[src/include/vliwCore_defs.svh]
`ifndef VLIW_CORE_DEFS_SVH
`define VLIW_CORE_DEFS_SVH

//////////////////////////////////////////////////
// datapath widths
//////////////////////////////////////////////////

// register and operand width
`define VLIW_DATA_W 16
`define VLIW_REG_ADDR_W 5
`define VLIW_INSTR_W 32

// two instructions per bundle
`define VLIW_BUNDLE_W 64

//////////////////////////////////////////////////
// instruction cache geometry
//////////////////////////////////////////////////

// 32 bytes per line, four bundles
`define VLIW_LINE_W 256
`define VLIW_CACHE_LINES 256
`define VLIW_BUNDLE_BYTES 8

// HALT decode to last writeback
`define VLIW_DRAIN_CYCLES 3

`endif
[src/hdl/programCounter.sv]
`timescale 1ns/1ps
`default_nettype none

`include "vliwCore_defs.svh"

module programCounter (
	input  wire logic clock_i,
	input  wire logic reset_i,
	input  wire logic clear_i,
	input  wire logic advance_i,
	output logic [15:0] bundleAddr_o
);

	localparam logic [15:0] step = 16'(`VLIW_BUNDLE_BYTES);

	// byte address of the next bundle
	always_ff @(posedge clock_i)
	begin
		if (reset_i || clear_i)
			bundleAddr_o <= '0;
		else if (advance_i)
			bundleAddr_o <= bundleAddr_o + step;
	end

endmodule

`default_nettype wire

[config.mk]
export PLATFORM = sky130hd
export DESIGN_NAME = programCounter
export DESIGN_NICKNAME = d
export VERILOG_FILES = /design/src/hdl/programCounter.sv
export VERILOG_INCLUDE_DIRS = /design/src /design/src/include
export SDC_FILE = /design/constraint.sdc
export NUM_CORES = 1
export LEC_CHECK = 0
export ABC_AREA = 1
export BUFFER_PORTS_ARGS = -buffer_cell sky130_fd_sc_hd__buf_2
export CAP_MARGIN = 20
export CORE_MARGIN = 2
export CORE_UTILIZATION = 52
export CTS_BUF_LIST = sky130_fd_sc_hd__clkbuf_16
export CTS_CLUSTER_DIAMETER = 150
export CTS_CLUSTER_SIZE = 25
export DETAILED_ROUTE_END_ITERATION = 10
export GPL_ROUTABILITY_DRIVEN = 0
export PLACE_DENSITY = 0.8
export SLEW_MARGIN = 20
export SYNTH_ARGS = -nofsm -noshare
export SYNTH_HDL_FRONTEND = slang
export SYNTH_SLANG_ARGS = --single-unit
[constraint.sdc]
create_clock -name clock_i -period 3.42 [get_ports clock_i]
set_input_delay 0 -clock clock_i [delete_from_list [all_inputs] [get_ports clock_i]]
set_output_delay 0 -clock clock_i [all_outputs]
set_load 0.02 [all_outputs]
# After elaboration in Yosys (flattened, before gate mapping)
# Index checks and enable logic that the tools add are counted.
[word_totals]
input_bits = 4
out_inout_bits = 16
elab_cells = 3
reg_bits = 16
[op_classes]
n_reduce_logical = 1
n_addsub = 1
[ops]
columns = ["op", "n"]
rows = [
  ["16-bit by 4-bit adder with 16-bit output, second input constant", 1],
  ["1-bit logical OR", 1],
]

# Depth between registers and ports, before layout
[depth]
ltp_word = 1
depth_mapped = 7
ltp_nobuf = 7

# Least setup slack after synthesis
# Ideal clock, no wire load.
[synth_timing]
kind = "register -> register"
start = "register bundleAddr_o[3]"
end = "register bundleAddr_o[9]"
setup_time_ps = 116
path_slack_ps = 2158
arrival_time_ps = 1146
required_ps = 3304
n_path_buf = 0
path_stages_with_launch = 7
period_less_slack_ps = 1262
cell_sequence = "dfxtp_1 > ha_1 > nand2_1 > nor2_4 > nand2_2 > o21ai_0 > nor2_1"
[synth_between]
elab_chain_len = 1
[synth_rtl]
columns = ["item", "line", "source"]
rows = [
  ["start, declared", "programCounter.sv:11", "output logic [15:0] bundleAddr_o"],
  ["start signal, assigned", "programCounter.sv:22", "bundleAddr_o <= bundleAddr_o + step;"],
  ["16-bit by 4-bit adder with 16-bit output", "programCounter.sv:22", ""],
]
# Every way passes these cells.
# A chain may end at the register's enable or synchronous reset.

# Worst setup path after layout
# Same ends and word-level chain as after synthesis.

==> results <==
- The flow ran to the end, and the final reports show no timing, DRC or antenna violations.
- The critical path contains buffers and inverters numbering 0 combined.
- For this run, the detailed router's first-pass iteration total came to 4.
- The post-detailed-route wirelength per cell is 11.2 um.
- The floorplan step set the die height to 40.1 um.
- Measured in cells, the most critical reg-to-reg path has a length of 6.
- The total wire length is 1.46 mm.
- Setup violations remaining at the end of the flow were counted as 0.
- The minimum setup slack among reg-to-reg paths is 2.17 ns.
- The peak fanout along the critical path is 8.
- The clock insertion delay at the later pin of the skew report is 0.24 ns.
- The count of nets left with antenna violations after detail routing is 0.
- The max-slew violation total from the final report is 0.
- The register containing the most flip-flops in the final layout is bundleAddr_o.
- In this run the critical register-to-register path is captured at bundleAddr_o[9]$_SDFFE_PP0P_.
- The initialized floorplan defines 13 standard-cell rows.
- The final number of hold-violating endpoints is 0.
- The first global-routing pass estimated 2.26 mm of wire.
- At the pin with the least slew margin, the transition time is 0.607 ns.
- Counting every sink on the clock net gives 13.
- The post-cts repair resize count is 0.
- Counting the fill cells in the layout gives 109.
- The clock transition time at the flip-flop clock pins of the worst setup and hold paths is 0.05 ns.
- The area growth from synthesis to final layout is 22.3%.
- The number of distinct library cell variants in the gate-level netlist after synthesis is 18.
- The via count of the first global-routing pass came to 522.
- The largest total area in the synthesized netlist belongs to dfxtp_1.
- After synthesis the cells add up to 679 sq um.
- After clock tree synthesis, the setup repair step added 0 buffers.
- The number of nets at the end of the flow is 121.
- Of the available clock period, the critical path in the final layout requires 36.5%.
- The number of synthesized register bits is 13.
- The total global routing track utilization is 21.4%.
- A synthesized cell averages 7.00 sq um.
- Of the synthesized area, sequential elements account for 38.3%.
- The capturing element type of the critical path is a flip-flop.
- In this run, post-CTS hold repair placed 0 buffers.
- The number of antenna violations at the first check in global routing came to 0.
- The worst clock skew on the final layout is 0.00428 ns.
- The worst setup path is of the reg -> reg kind.
- Yosys attributes the largest share of cell area to dfxtp_1 (38%), nand2_1 (10%), nor2_1 (7.7%).
- The number of instances on the worst hold path is 2.
- The post-route netlist has 24.3% of its cells at a drive strength greater than 1.
- The longest clock path from root to sink contains 2 buffers.
- The core region is 1250 sq um.
- The critical path data required time is 3.55 ns.
- For this run, the slowest stage of the critical path takes 0.37 ns.
- For this block, the initial DRC count from the detailed router was 10.
- The worst pin sits at a relative slew slack of 59.4%.
- The worst hold slack across all endpoints is 0.0379 ns.
- Across all layers, the routed design uses 653 vias.
- The power density relative to cell area is 467 nW/um^2.
- In the routed layout, each cell is associated on average with a via count of 5.02.
- For hold timing, the worst endpoint is bundleAddr_o[4]$_SDFFE_PP0P_.
- The max-cap violation count is 0.
- The leakage power is 0.359 nW.
- The total congestion overflow after global routing is 0.
- The wire-length estimate of the detail-placed layout is 925 um.
- The repair_antennas step left the layout with diodes totalling 0.
- The master cell of the clock root buffer is clkbuf_16.
- The overall die area is 1610 sq um.
- After detailed routing, the number of remaining DRC violations is 0.
- The number of levels in the clock H-tree is 1.
- The final setup TNS is 0 ns.
- The number of warning messages in the yosys log is 0.
- During placement, the flow inserted port buffers numbering 16.
- The number of instances in the synthesized netlist is 97.
- The cell family contributing the most delay on the critical path is simple AND/OR/NAND/NOR gates.
- The maximum operating frequency is 801 MHz.
- The flip-flop count of the largest register after layout is 13.
- The standard cell with the maximum stage delay on the critical path is dfxtp_1.
- The CTS tree is done.
- The portion of synthesized cell area occupied by the leading cell type is 38.3%.
- The startpoint type of the worst setup path is a flip-flop.
- The CTS buffer count is 3.
- In this run the worst hold path is classified as in -> reg.
- The chip width is 40.1 um.
- The smallest clock period supported by the final layout is computed as 1.25 ns.
- Across the VDD grid, the largest voltage drop is 331 uV.
- The critical path goes through ha_1, nand2_1, nor2_4, nand2_2, o21ai_0, nor2_1.
- The arrival time reported for the critical path endpoint is 1.38 ns.
- The largest registers in the layout are bundleAddr_o (13).
- The initial cell density of the core is 54.2%.
- The maximum number of pins on one net before global-route repair is 12.
- The worst flop-to-flop path startpoint is bundleAddr_o[3]$_SDFFE_PP0P_.
- The worst hold path begins at advance_i.
- Pin placement for this block handled 20 I/O pins.
- Setup repair after global routing left no endpoint under its margin.
where the power goes:
group / switching (mW) / total [mW] / internal, mW
Sequential: 0.00107 / 0.154 / 0.153
Combinational: 0.0112 / 0.0155 / 0.00428
Clock: 0.0645 / 0.219 / 0.154
final cells by class:
class	instances	area [sq um]	area share (%)
Clock buffer	3	75.1	9.04
Clock inverter	1	3.75	0.452
Inverter	12	45.0	5.42
Multi-Input combinational cell	70	348	41.9
Sequential cell	13	260	31.3
Tap cell	15	18.8	2.26
Timing Repair Buffer	16	80.1	9.64
worst max path at each step:
stage | startpoint | end | slack (ns) | cells after the start
after detailed placement | bundleAddr_o[3]$_SDFFE_PP0P_ | bundleAddr_o[9]$_SDFFE_PP0P_ | 2.20 | 6
after global routing | bundleAddr_o[3]$_SDFFE_PP0P_ | bundleAddr_o[13]$_SDFFE_PP0P_ | 2.05 | 6
after floorplan | bundleAddr_o[3]$_SDFFE_PP0P_ | bundleAddr_o[9]$_SDFFE_PP0P_ | 2.16 | 6
after global placement | bundleAddr_o[3]$_SDFFE_PP0P_ | bundleAddr_o[9]$_SDFFE_PP0P_ | 2.25 | 6
final | bundleAddr_o[3]$_SDFFE_PP0P_ | bundleAddr_o[9]$_SDFFE_PP0P_ | 2.17 | 6
after CTS | bundleAddr_o[3]$_SDFFE_PP0P_ | bundleAddr_o[9]$_SDFFE_PP0P_ | 2.18 | 6
metal layers:
layer / routed length, um / track usage, %
met5: 0 / 0
met4: 21 / 10.3
met3: 100 / 5.00
met2: 645 / 32.3
met1: 688 / 28.2
cells by family after synthesis:
| group | share of synthesized area [%] |
|---|---|
| compound gates | 13.4 |
| fa+ha+maj | 1.84 |
| buf+inv | 11.6 |
| flops | 38.3 |
| other cells | 0.552 |
| simple gates | 34.3 |
cells in the final DEF, fill, tap and decap left out:
cell type  netlist  final
a21oi_1          7      7
buf_2            0     16
clkbuf_16        0      3
conb_1           1      3
dfxtp_1         13     13
ha_1             1      1
inv_1           12     13
nand2_1         19     19
nand2_2          4      4
nand3_1          6      6
nand4_1          3      3
nor2_1          14     14
nor2_2           2      2
nor2_4           2      2
o21a_1           1      1
o21ai_0          6      6
o21bai_1         1      1
o21bai_2         1      1
Yosys cell counts (all sizes together):
master,n
inv,12
o21bai,2
nand2,23
buf,4
nand4,3
o21a,1
nor2,18
nand3,6
ha,1
dfxtp,13
conb,1
o21ai,6
a21oi,7
through the flow:
step,power (mW),cells,worst slack (ns),area (sq um),utilization (%)
after detailed placement,0.172,126,2.20,752,60.0
after global placement,0.171,126,2.25,752,60.0
final,0.388,130,2.17,831,66.3
after floorplan,0.171,99,2.16,687,-
after CTS,0.387,130,2.18,831,66.3
after global routing,0.395,130,2.05,831,66.3
Note: power is estimated with default switching activity, not from simulation.
