$ cat config.mk
export PLATFORM = sky130hd
export DESIGN_NAME = runSequencer
export DESIGN_NICKNAME = d
export VERILOG_FILES = /design/src/hdl/runSequencer.sv
export VERILOG_INCLUDE_DIRS = /design/src /design/src/include
export SDC_FILE = /design/constraint.sdc
export NUM_CORES = 1
export LEC_CHECK = 0
export BUFFER_PORTS_ARGS = -buffer_cell sky130_fd_sc_hd__buf_4
export CORE_AREA = 3 3 40 42
export DETAILED_ROUTE_END_ITERATION = 6
export DIE_AREA = 0 0 43 45
export HOLD_SLACK_MARGIN = 0.12
export PLACE_DENSITY = 0.42
export SLEW_MARGIN = 30
export SYNTH_ARGS = -nofsm -noshare
export SYNTH_HDL_FRONTEND = slang
export SYNTH_SLANG_ARGS = --single-unit
export TNS_END_PERCENT = 10
$ cat constraint.sdc
create_clock -name clock_i -period 1.95 [get_ports clock_i]
set_input_delay 0.2925 -clock clock_i [delete_from_list [all_inputs] [get_ports clock_i]]
set_output_delay 0.2925 -clock clock_i [all_outputs]
set_load 0.01 [all_outputs]
$ cat src/include/vliwCore_defs.svh
`ifndef VLIW_CORE_DEFS_SVH
`define VLIW_CORE_DEFS_SVH

//////////////////////////////////////////////////
// datapath widths
//////////////////////////////////////////////////

// register and operand width
`define VLIW_DATA_W 16
`define VLIW_REG_ADDR_W 5
`define VLIW_INSTR_W 32

// two instructions per bundle
`define VLIW_BUNDLE_W 64

//////////////////////////////////////////////////
// instruction cache geometry
//////////////////////////////////////////////////

// 32 bytes per line, four bundles
`define VLIW_LINE_W 256
`define VLIW_CACHE_LINES 256
`define VLIW_BUNDLE_BYTES 8

// HALT decode to last writeback
`define VLIW_DRAIN_CYCLES 3

`endif
$ cat src/hdl/runSequencer.sv
`timescale 1ns/1ps
`default_nettype none

`include "vliwCore_defs.svh"

module runSequencer (
	input  wire logic clock_i,
	input  wire logic reset_i,
	input  wire logic start_i,
	input  wire logic haltSeen_i,
	output logic clear_o,
	output logic advance_o,
	output logic squash_o,
	output logic running_o,
	output logic done_o
);

	localparam int drainW = $clog2(`VLIW_DRAIN_CYCLES + 1);
	localparam logic [drainW-1:0] drainLast = drainW'(`VLIW_DRAIN_CYCLES - 1);

	typedef enum logic [1:0] {
		stIdle,
		stRun,
		stDrain,
		stDone
	} state_e;

	state_e state;
	logic [drainW-1:0] drainCount;
	logic startAccept;

	// start only from idle or after a finished run
	assign startAccept = start_i && (state == stIdle || state == stDone);

	assign clear_o = startAccept;
	assign advance_o = (state == stRun) && !haltSeen_i;
	assign squash_o = (state == stRun) && haltSeen_i;
	assign running_o = (state == stRun) || (state == stDrain);
	assign done_o = (state == stDone);

	//////////////////////////////////////////////////
	// state machine and drain timer
	//////////////////////////////////////////////////
	always_ff @(posedge clock_i)
	begin
		if (reset_i)
		begin
			state <= stIdle;
			drainCount <= '0;
		end
		else
		begin
			case (state)
				stIdle, stDone:
					if (startAccept)
						state <= stRun;
				stRun:
					if (haltSeen_i)
					begin
						state <= stDrain;
						drainCount <= '0;
					end
				stDrain:
				begin
					// last writeback lands as the count expires
					drainCount <= drainCount + 1'b1;
					if (drainCount == drainLast)
						state <= stDone;
				end
				default: state <= stIdle;
			endcase
		end
	end

endmodule

`default_nettype wire

Word-level counts from Yosys, hierarchy flattened
Cells that the tools add are included.
- bits in registers: 4
- latch bits: 0
- bits in writable memories: 0
- bits in read-only memories: 0
- output and inout port bits: 5
- memories kept: 0
- add/sub/neg operators: 1
- multiply operators: 0
- divide/modulo/power cells: 0
- magnitude comparators: 0
- equal/unequal tests: 7
- shifts and indexed selects: 0
- mux-type cells: 6
- bitwise operators: 0
- reduce and logical (&&, ||, !) cells: 11
- operator list (operator ; count):
    two-way mux 2 bit ; 4
    == test 2 bit, second input constant ; 3
    one-hot mux 2 bit (3 select lines) ; 1
    inequality test 2 bit, second input constant ; 2
    one-hot mux 2 bit (2 select lines) ; 1
    logical AND 1 bit ; 3
    AND reduction 3 bit ; 1
    adder 2 x 1 -> 2 bit, second input constant ; 1
    == test 2 x 1 -> 1 bit, second input constant ; 1
    zero test 2 bit ; 1
    logical OR 1 bit ; 2
    inequality test 2 x 1 -> 1 bit, second input constant ; 1
    AND reduction 2 bit ; 1
    nonzero test 2 bit ; 1
    OR reduction 2 bit ; 1
    zero test 1 bit ; 1

Longest topological paths before layout
- depth in word-level cells: 5
- mapped depth: 5
- gate-level depth less buffers: 5

Worst setup path after synthesis
OpenSTA, ideal clock, no wires.
- kind: flip-flop to flip-flop
- start point: register state[1]
- end point: register state[0]
- library setup time: 0.123 ns
- arrival time: 1.303 ns
- required time: 1.827 ns
- path slack: 0.523 ns
- stages on the path, launching flop included: 6
- path through: dfxtp_1 > inv_1 > ha_1 > nor2b_4 > a211oi_1 > mux2_1
- cells in the longest elaborated chain, start to end: 5
- elaborated cells between the ends (all ways): 12
- RTL lines (what ; RTL line ; source):
    from (decl) ; runSequencer.sv:28 ; state_e state;
    from (signal assigned) ; runSequencer.sv:48 ; state <= stIdle;
    from (signal assigned) ; runSequencer.sv:56 ; state <= stRun;
    from (signal assigned) ; runSequencer.sv:60 ; state <= stDrain;
    == test 2 bit / zero test 2 bit (equally long branches) ; runSequencer.sv:33, runSequencer.sv:53 ;
    logical OR 1 bit ; runSequencer.sv:33 ; assign startAccept = start_i && (state == stIdle || state == stDone);
    logical AND 1 bit ; runSequencer.sv:33 ;
    inequality test 2 bit (no source line) ; - ;
    AND reduction 3 bit (no source line) ; - ;
Parallel ways exist; a longest one is shown, timed or not.
A chain may end at the register's enable or synchronous reset.

Worst setup path after layout
- start point: register state[0]
- end point: output clear_o
- cells in the longest elaborated chain, start to end: 3
- elaborated cells between the ends (all ways): 4
- RTL lines (what ; RTL line ; source):
    == test 2 bit / zero test 2 bit (equally long branches) ; runSequencer.sv:33 ;
    logical OR 1 bit (*) ; runSequencer.sv:33 ;
    logical AND 1 bit (*) ; runSequencer.sv:33 ;
    to (decl) ; runSequencer.sv:11 ; output logic clear_o,
Mark *: on every way between the ends. The rest lies on a longest branch, timed or not.

==> impl_summary.txt <==
----------------------------------------------------
[Outcome]
  Result of the run ... finished, final reports clean

[Min path]
  Hold WC Path Type ... in -> reg

[Cells and area]
  Share of final-layout standard cells stronger than drive strength 1 ... between 30% and 40%
  Top library cells by usage in the layout, fill and taps aside ... sky130_fd_sc_hd__buf_4, sky130_fd_sc_hd__inv_1, sky130_fd_sc_hd__ha_1
  Number of nets in the layout ... 54
  Area growth from synthesis to layout ... 35.8%
  # diodes ... 0
  Post-route cell area ... 384 um^2
  Most common library cell in the layout ignoring fill and taps ... sky130_fd_sc_hd__buf_4
  Filler-free cell count of the finished design ... 58

[Placed design]
  Place WS ... approximately 0.42 ns
  Dpl hpwl ... about 480 um
  Final weighted congestion of routability-driven global placement ... 0.685
  Count of placed standard cells including taps ... 55
  Buffers on Ports ... 8
  Placed cell areas ... 362 um^2

[Clock tree]
  CTS tree ... done
  Cts repair resizes ... 0
  Cell at the root of the clock tree ... sky130_fd_sc_hd__clkbuf_4
  Maximum buffer depth of the clock tree ... 2
  Sink count of the clock tree ... 4
  Number of clock buffers inserted by TritonCTS ... 3
  CTS hold repair buffers ... 0
  Postcts setup bufs ... 0
  Worst-skew pair later-pin latency ... 0.23 ns
  Reg clk slew, reported paths ... 0.04 ns
  Deepest level of the CTS H-tree ... 1

[Die]
  Floorplan die area ... 0.00194 mm^2
  Site row count ... 13
  Starting density of the core ... 22.0%
  Placeable core area ... 0.00128 mm^2
  IO Count ... 9
  Height of the die ... 45 um
  Die boundary width ... 43 um

[Pwr]
  Power density over cell area ... around 1200 mW/mm^2
  IR Drop Worst-Case VDD ... 0.000474 V
  Net switching share of the total power ... 36.1%
  Total leakage power ... 0.185 nW
  Internal power of the cells ... around 0.30 mW
  Clock power frac ... roughly a fifth
  Sequential Power Share ... approximately a quarter
  Switching power summed over all nets ... between 0.15 and 0.2 mW
  Share of power burned in combinational logic ... 52.5%

[STA]
  Final worst-path cycle share ... 80.1%
  Transition time at the pin with the least slew margin ... 0.262 ns
  Timing-limited maximum frequency ... 0.640 GHz
  Final setup violation count ... 0
  Final TNS setup ... 0 ns
  Number of hold violations in the final report ... 0
  Relative slew margins ... slightly above 80%
  Max-slew violations ... 0
  Post-layout minimum cycle time ... roughly 1.6 ns
  Setup Skew ... about 0.005 ns
  RSZ-0062 raised after global routing ... false
  Fin worst setup slack ... 0.388 ns

[Yosys]
  Count of cell types in the netlist ... 15
  Synthesized area per cell ... 8.84 um^2
  Complex-gate fraction of the synthesized area ... a little over a tenth
  Top cells by area, synth ... sky130_fd_sc_hd__dfxtp_1, sky130_fd_sc_hd__ha_1, sky130_fd_sc_hd__inv_1, sky130_fd_sc_hd__or3b_1, sky130_fd_sc_hd__a21oi_1
  Post-synthesis cell area ... 283 um^2
  Post-synthesis register bit count ... 4
  Sequential share of the synthesized area ... 28.3%
  Syn. warnings ... 0
  Post-synthesis share of cell area spent on and, or, nand and nor gates ... 24.8%
  Proportion of synthesized area in mux cells ... 7.52%
  Area leader, netlist ... sky130_fd_sc_hd__dfxtp_1
  Synth Area in XOR/XNOR ... 0%
  Share of Yosys cell area claimed by the top area cell type ... 28.3%
  Dominant combinational cell family by area after synthesis ... simple AND/OR/NAND/NOR gates
  Net count after synthesis ... 41
  Arithmetic-cell share of the synthesized area counting full adders, half adders and majority gates ... ~22%
  Synthesized instance count ... 32

[Detailed routing]
  Overall routed net length ... 617 um
  Count of TritonRoute iterations in the first routing pass ... 4
  Residual antenna-violating net count after detailed routing ... 0
  DRC marker count from the first detailed-route iteration ... 8
  Post-detailed-route DRC marker count ... 0
  Via count ... about 250
  Routed via count divided by cell count ... 4.34
  DR WL/cell ... 10.6 um

[Worst setup path]
  Register-to-register setup slack ... roughly 0.42 ns
  Arrival @ worst endpoint ... 1.27 ns
  Kind of start point of the critical path ... register
  Endpoint required time on the critical path ... 1.66 ns
  Worst setup EP type ... output pin
  Kind of critical path ... reg -> out
  Largest driver fanout on the critical path ... 4

[Global routing]
  Gr usage total ... around 7%
  Maximum number of pins on one net before global-route repair ... 7
  Remaining Overflow, GRT ... 0
  Via count of the first global-routing pass ... 235
  First-pass GRT wire length ... between 900 and 1000 um
  Number of antenna violations at the first check in global routing ... 0

[Flow run]
  Maxcap violations ... 0

----------------------------------------------------
## state kept, by name, summed over array words and instances, names as in the netlist
name        cells
state           2
drainCount      2
## metrics by stage
stage | total power, mW | hold slack [ns] | utilization (%)
floorplan | 0.287 | 0.362 | -
global placement | 0.370 | 0.449 | 28.1
detailed placement | 0.380 | 0.457 | 28.1
CTS | 0.487 | 0.250 | 29.9
global route | 0.514 | 0.258 | 29.9
finish | 0.475 | 0.263 | 29.9
## synth_stat cells, drive strengths merged
library cell	count
nor2	3
mux2i	1
mux2	1
nor2b	2
and2	1
nand2	2
a21oi	3
or3	1
inv	5
dfxtp	4
o31ai	1
or3b	2
ha	5
a211oi	1
## area by class of cell
class	count	area [um^2]
Tap cell	15	18.8
Fill cell	145	901
Clock buffer	3	22.5
Sequential cell	4	80.1
Inverter	5	18.8
Timing Repair Buffer	8	60.1
Multi-Input combinational cell	23	184
## final timing paths
kind,startpoint,end,cells after the start
max,state[0],clear_o,5
min,reset_i,state[1],2
min reg2reg,drainCount[1],drainCount[1],2
max reg2reg,state[0],state[0],5
## power by group through the flow
stage,combinational [mW],clock [mW],sequential (mW)
6_report,0.250,0.0996,0.126
5_1_grt,0.279,0.104,0.131
4_1_cts,0.256,0.104,0.127
3_5_place_dp,0.252,0,0.128
3_3_place_gp,0.242,0,0.128
2_1_floorplan,0.164,0,0.124
## kinds of logic after synthesis
logic type | Yosys count
compound gates | 5
fa+ha+maj | 5
buf+inv | 5
flops | 4
mux | 2
simple gates | 11
## per-layer routing
| layer | part of all wire [%] | track usage, % | routed length (um) |
|---|---|---|---|
| met5 | 0 | 0 | 0 |
| met3 | 6.5 | 3.59 | 40 |
| met1 | 45 | 6.51 | 277 |
| met4 | 0 | 5.42 | 0 |
| met2 | 48 | 11.4 | 299 |
## critical path: stages, from the launching register on
cell and delay [ns]:
sky130_fd_sc_hd__dfxtp_1 0.37, sky130_fd_sc_hd__inv_1 0.08, sky130_fd_sc_hd__ha_1 0.31, sky130_fd_sc_hd__inv_1 0.06
sky130_fd_sc_hd__nor2_1 0.10, sky130_fd_sc_hd__buf_4 0.12
Power figures use the tool's default switching activity.
