$ cat src/include/vliwCore_defs.svh
`ifndef VLIW_CORE_DEFS_SVH
`define VLIW_CORE_DEFS_SVH

//////////////////////////////////////////////////
// datapath widths
//////////////////////////////////////////////////

// register and operand width
`define VLIW_DATA_W 16
`define VLIW_REG_ADDR_W 5
`define VLIW_INSTR_W 32

// two instructions per bundle
`define VLIW_BUNDLE_W 64

//////////////////////////////////////////////////
// instruction cache geometry
//////////////////////////////////////////////////

// 32 bytes per line, four bundles
`define VLIW_LINE_W 256
`define VLIW_CACHE_LINES 256
`define VLIW_BUNDLE_BYTES 8

// HALT decode to last writeback
`define VLIW_DRAIN_CYCLES 3

`endif
$ cat src/hdl/vliwPkg.sv
`default_nettype none

`include "vliwCore_defs.svh"

package vliwPkg;

	// values outside this list decode as NOP
	typedef enum logic [6:0] {
		NOP  = 7'd0,
		ADD  = 7'd1,
		SUB  = 7'd2,
		AND  = 7'd3,
		OR   = 7'd4,
		XOR  = 7'd5,
		SHL  = 7'd6,
		SHR  = 7'd7,
		MOV  = 7'd8,
		HALT = 7'd127
	} opcode_e;

	// instruction word as stored in the cache
	typedef struct packed {
		opcode_e opcode;
		logic format;
		logic [`VLIW_REG_ADDR_W-1:0] dest;
		logic [2:0] spare;
		logic [`VLIW_DATA_W-1:0] operand;
	} instr_t;

	// format 1 means operand is an immediate
	typedef struct packed {
		logic valid;
		opcode_e opcode;
		logic format;
		logic [`VLIW_REG_ADDR_W-1:0] dest;
		logic [`VLIW_DATA_W-1:0] operand;
	} laneOp_t;

	typedef struct packed {
		logic valid;
		opcode_e opcode;
		logic [`VLIW_REG_ADDR_W-1:0] dest;
		logic [`VLIW_DATA_W-1:0] primary;
		logic [`VLIW_DATA_W-1:0] secondary;
	} execOp_t;

	typedef struct packed {
		logic valid;
		logic [`VLIW_REG_ADDR_W-1:0] addr;
		logic [`VLIW_DATA_W-1:0] data;
		logic overflow;
		logic underflow;
	} writeback_t;

	// one whole line per write
	typedef struct packed {
		logic enable;
		logic [$clog2(`VLIW_CACHE_LINES)-1:0] lineAddr;
		logic [`VLIW_LINE_W-1:0] line;
	} icacheWrite_t;

endpackage

`default_nettype wire

$ cat src/hdl/bundleDecoder.sv
`timescale 1ns/1ps
`default_nettype none

`include "vliwCore_defs.svh"

module bundleDecoder (
	input  wire logic clock_i,
	input  wire logic reset_i,
	input  wire logic [`VLIW_BUNDLE_W-1:0] bundle_i,
	input  wire logic bundleValid_i,
	input  wire logic squash_i,
	output vliwPkg::laneOp_t laneA_o,
	output vliwPkg::laneOp_t laneB_o,
	output logic haltSeen_o
);

	vliwPkg::instr_t instrA;
	vliwPkg::instr_t instrB;
	logic live;

	// only opcodes that produce a result
	function automatic logic writesBack(vliwPkg::opcode_e opcode);
		case (opcode)
			vliwPkg::ADD, vliwPkg::SUB, vliwPkg::AND, vliwPkg::OR,
			vliwPkg::XOR, vliwPkg::SHL, vliwPkg::SHR, vliwPkg::MOV:
				return 1'b1;
			default:
				return 1'b0;
		endcase
	endfunction

	function automatic vliwPkg::laneOp_t decodeLane(vliwPkg::instr_t instr, logic isLive);
		vliwPkg::laneOp_t op;
		op.valid = isLive && writesBack(instr.opcode);
		op.opcode = instr.opcode;
		op.format = instr.format;
		op.dest = instr.dest;
		op.operand = instr.operand;
		return op;
	endfunction

	// lane A low half, lane B high half
	assign instrA = bundle_i[`VLIW_INSTR_W-1:0];
	assign instrB = bundle_i[`VLIW_BUNDLE_W-1:`VLIW_INSTR_W];
	assign live = bundleValid_i && !squash_i;

	always_ff @(posedge clock_i)
	begin
		if (reset_i)
		begin
			laneA_o.valid <= 1'b0;
			laneB_o.valid <= 1'b0;
			haltSeen_o <= 1'b0;
		end
		else
		begin
			laneA_o <= decodeLane(instrA, live);
			laneB_o <= decodeLane(instrB, live);
			haltSeen_o <= live && (instrA.opcode == vliwPkg::HALT
				|| instrB.opcode == vliwPkg::HALT);
		end
	end

endmodule

`default_nettype wire

$ cat config.mk
export PLATFORM = sky130hd
export DESIGN_NAME = bundleDecoder
export DESIGN_NICKNAME = d
export VERILOG_FILES = /design/src/hdl/vliwPkg.sv /design/src/hdl/bundleDecoder.sv
export VERILOG_INCLUDE_DIRS = /design/src /design/src/include
export SDC_FILE = /design/constraint.sdc
export NUM_CORES = 1
export LEC_CHECK = 0
export ABC_AREA = 0
export ABC_CLOCK_PERIOD_IN_PS = 2150
export BUFFER_PORTS_ARGS = -buffer_cell sky130_fd_sc_hd__buf_2
export CORE_MARGIN = 2
export CORE_UTILIZATION = 40
export DETAILED_ROUTE_END_ITERATION = 16
export PLACE_DENSITY_LB_ADDON = 0.12
export SLEW_MARGIN = 0
export SYNTH_ARGS = -nofsm -noshare
export SYNTH_HDL_FRONTEND = slang
export SYNTH_SLANG_ARGS = --single-unit
$ cat constraint.sdc
create_clock -name clock_i -period 2.15 [get_ports clock_i]
set_input_delay 0.43 -clock clock_i [delete_from_list [all_inputs] [get_ports clock_i]]
set_output_delay 0.43 -clock clock_i [all_outputs]
set_load 0.05 [all_outputs]
; Word-level counts from Yosys, hierarchy flattened
; Memory sizes are Yosys's and may differ from the RTL's.
; Cells that the tools add are included.
[op_classes]
n_eq_ne = 2
reduce_logical = 8
mux = 4
[ops]
columns = cell, count
row1 = "7-bit equality test, second input constant", 2
row2 = 3-bit logical NOT, 2
row3 = 1-bit logical AND, 4
row4 = 1-bit two-way mux, 4
row5 = 1-bit logical NOT, 1
row6 = 1-bit logical OR, 1
[totals]
inputBits = 68
mem_count = 2
wordCells = 27
rom_bits = 32
ff_bits = 61
[mem_list]
columns = name, depth, width, rd, rd_ports_with_merged_regs, wr, line
row1 = (name not given), 16, 1, 1, 0, 0, bundleDecoder.sv:23  ; case (opcode)
row2 = (name not given), 16, 1, 1, 0, 0, bundleDecoder.sv:23

; Depth between registers and ports, before layout
[logic_depth]
word_depth = 4
mapped_depth = 3
ltp_nobuf = 3

; Worst setup path after synthesis
; OpenSTA, ideal clock, no wires.
[synth_timing]
kind = input to register
startpoint = in reset_i
endpoint = reg laneA_o[0] (netlist name), enable pin
t_required_ns = 1.738
path_slack_ns = 0.181
path_stages = 1
path_buffers = 0
t_arrival_ns = 1.557
setup_ns = 0.412
cell_sequence = inv_1
[synth_lines]
columns = element, line
row1 = "start, declared", bundleDecoder.sv:8  ; input wire logic reset_i,
row2 = "end signal, assigned", bundleDecoder.sv:57  ; laneA_o <= decodeLane(instrA, live);
row3 = "end, declared", bundleDecoder.sv:12  ; output vliwPkg::laneOp_t laneA_o,
; No word-level cell between the ends.

; Final worst setup path
[layout_timing]
startpoint = reg laneA_o[18] (netlist name)
endpoint = out laneA_o[18] (netlist name)
; No word-level cell between the ends.

==> qor.log <==
INFO  timing         final_setup_violation_count=0
INFO  drt            via_count=1208
INFO  clock_tree     deepest_level_of_the_cts_h_tree=3
INFO  setup_path     worst_path_max_delay_cell=edfxtp_1
INFO  die            core_area=4661µm²
INFO  setup_path     required=1720ps
INFO  clock_tree     hold_buffers=0
INFO  layout         multi_input_comb_area=105.1µm²
INFO  synth          yosysSeqAreaShare=94.30%
INFO  clock_tree     ctsResizeCount=0
INFO  setup_path     critical_path_s_largest_stage_delay=380ps
INFO  global_routing globalRouteTotalUtil=14.10%
INFO  timing         timing.fmax=0.7444GHz
INFO  synth          post_synth_mux_area_share=0%
INFO  synth          fraction_of_post_synthesis_cell_area_in_the_top_cell_type_by_area=91.16%
INFO  power_and_ir_drop netSwitchingPower=795.6µW
INFO  layout         fillers=366
INFO  synth          avgSynthCellArea=24.49µm²
INFO  synth          yosys.area.top_type=edfxtp_1
INFO  global_routing grt.overflow.total=0
INFO  clock_tree     clk_root_buffer_cell=clkbuf_8
INFO  setup_path     worst_ep_arrival_time=910ps
INFO  power_and_ir_drop p_leak=1.215nW
INFO  layout         layout.cells.most_common_list=buf_2 (122), edfxtp_1 (58), clkbuf_8 (9)
INFO  timing         max_slew.worst_pin.slew=357.7ps
INFO  setup_path     path_delay_family=flip-flops
INFO  timing         relSlewSlack=76.15%
INFO  synth          synth.ff_latch_count=61
INFO  power_and_ir_drop seq_power_share=50.4%
INFO  synth          post_synth_num_cell_types=12
INFO  timing         final.min_clock_period=1343ps
INFO  drt            route.detailed.drc=0
INFO  setup_path     path_max_fanout=1
INFO  power_and_ir_drop pwr_density_cell=1011nW/µm²
INFO  power_and_ir_drop share_comb_of_total_power=17.3%
INFO  global_routing grt_max_degree=31
INFO  clock_tree     clock_sink_count=61
INFO  clock_tree     tritoncts.num_buffers=9
INFO  timing         setup_tns=0ps
INFO  die            die-height=73.11µm
INFO  synth          combinational_family_with_the_most_area_after_synthesis=simple AND/OR/NAND/NOR gates
INFO  die            dieWidth=73.11µm
INFO  hold_path      worst_hold_path_type=in -> reg
INFO  setup_path     worstPathCellList=buf_2
INFO  power_and_ir_drop totalPowerFinal=2.815mW
INFO  power_and_ir_drop pwr-share-clk=32.3%
INFO  drt            route.final.wire_length=3619µm
INFO  die            rows=25
INFO  setup_path     critical_path.startpoint_type=register
INFO  drt            route.detailed.vias_per_inst=4.441
INFO  synth          syn_inst=78
INFO  placement      gp_congestion=0.7381
INFO  timing         timing.final.hold_violations=0
INFO  synth          post_synth_instance_area=1911µm²
INFO  synth          netlist_top_cells_area=edfxtp_1 (91%), dfxtp_1 (3.1%), nor3_2 (1.0%)
INFO  synth          synth_xor_xnor_area_share=0.9168%
INFO  layout         reg_area=1802µm²
INFO  setup_path     endpoint_kind=output port
INFO  setup_path     startpoint=laneA_o[18]$_DFFE_PN_
INFO  die            floorplan.io_pins=129
INFO  clock_tree     post_cts_repair_setup_buffers=0
INFO  setup_path     crit_end=laneA_o[18]
INFO  synth          synth_compound_gate_area_share=0.3929%
INFO  power_and_ir_drop power_switching_share=28.26%
INFO  timing         timing_max_transition_violations_final=0
INFO  global_routing antenna_found_initial=0
INFO  clock_tree     bufs_on_longest_clock_path=2
INFO  layout         areaGrowthSynthToFinish=45.71%
INFO  synth          synth_fp_nets=146
INFO  timing         unrepaired_setup_endpoints_after_global_routing=no
INFO  layout         design.final.nets=281
INFO  drt            drt_pre_antenna_iters=4
INFO  synth          yosysWarningCount=0
INFO  synth          post_synthesis_share_of_cell_area_spent_on_and_or_nand_and_nor_gates=4.191%
INFO  drt            route.antenna.remaining_nets=0
INFO  power_and_ir_drop cell_internal_pwr=2.019mW
INFO  status         outcome=completed
INFO  die            design.die.area=5345µm²
INFO  setup_path     worst_path_buffer_plus_inverter_count=1
INFO  synth          synth_adder_area_share=0%
INFO  layout         n_antenna_cell=0
INFO  layout         final_layout_size_suffix_gt1_share=64.22%
INFO  power_and_ir_drop vdd.ir_drop.worst=561.9µV
INFO  flow_run       timing.max_cap.violations=0
INFO  global_routing grt_pass1_wl=5368µm
INFO  die            initial_utilization=40.99%
INFO  global_routing grt_pass1_vias=1173
INFO  drt            wl_per_cell=13.31µm
INFO  clock_tree     path_clk_slew=70ps
INFO  placement      io_buffers=122
INFO  timing         final.period_utilization=62.48%
INFO  setup_path     worst-path-stages=1
INFO  layout         final_common_cell=buf_2
INFO  clock_tree     cts_tree=yes
INFO  setup_path     worst-setup-path-type=reg -> out
INFO  drt            drt_iter0_drc=48
[cells by family (layout without fill, tap and decap cells)]
kind of cell,after synthesis,count (layout)
xor gates and xnor gates,2,2
AOI/OAI and AO/OA,1,1
and+or+nand+nor,13,13
buffers and inverters,1,141
DFF,61,61
[stage by stage]
step | cell area, µm² | setup slack, ps | hold slack (ps) | utilization [%] | instances
floorplan | 1911 | 180.8 | 528.9 | - | 78
global placement | 2604 | 888.4 | 607.2 | 55.87 | 256
detailed placement | 2604 | 863.1 | 608.2 | 55.87 | 256
CTS | 2784 | 776.8 | 268.3 | 59.73 | 272
global route | 2784 | 756.6 | 263.7 | 59.73 | 272
finish | 2784 | 806.6 | 285.4 | 59.73 | 272
[metal layers]
metal / GRT usage (%) / share of wire, %
met1: 14.03 / 34
met2: 24.22 / 55
met3: 5.387 / 9.0
met4: 9.259 / 1.8
met5: 0 / 0
[cells in the mapped netlist (all sizes together)]
| cell type | n |
|---|---|
| inv | 1 |
| xnor2 | 2 |
| nand3 | 2 |
| nor3b | 1 |
| o21a | 1 |
| edfxtp | 58 |
| nand4 | 2 |
| and3 | 2 |
| nor2 | 2 |
| nor3 | 4 |
| dfxtp | 3 |
[how the worst min path moves through the flow]
stage | start | to | slack [ps] | depth (start not counted)
final | bundle_i[34] | laneB_o[2]$_DFFE_PN_ | 290 | 1
after global routing | bundle_i[34] | laneB_o[2]$_DFFE_PN_ | 260 | 1
after CTS | bundle_i[34] | laneB_o[2]$_DFFE_PN_ | 270 | 1
after detailed placement | bundle_i[7] | laneA_o[7]$_DFFE_PN_ | 610 | 1
after global placement | bundle_i[41] | laneB_o[9]$_DFFE_PN_ | 610 | 1
after floorplan | bundle_i[0] | laneA_o[0]$_DFFE_PN_ | 530 | 0
[power groups by stage]
stage                     registers (mW)  clock network (mW)  logic (mW)
final                               1.42               0.910       0.487
after global routing                1.43               0.984       0.508
after CTS                           1.42               0.937       0.491
after detailed placement            1.44                   0       0.492
after global placement              1.44                   0       0.487
after floorplan                     1.77                   0      0.0223
[cell type report]
class,count,area share [%]
sequential,61,64.72
inverter,1,0.1348
clock buffer,9,4.449
timing repair buffer,124,22.47
multi-input combinational,16,3.775
tap,54,2.427
clock inverter,7,2.022
[registers in the layout (all words and copies together), names as in the netlist]
signal,count
haltSeen_o,1
laneB_o,30
laneA_o,30
(Power assumes the default switching activity.)
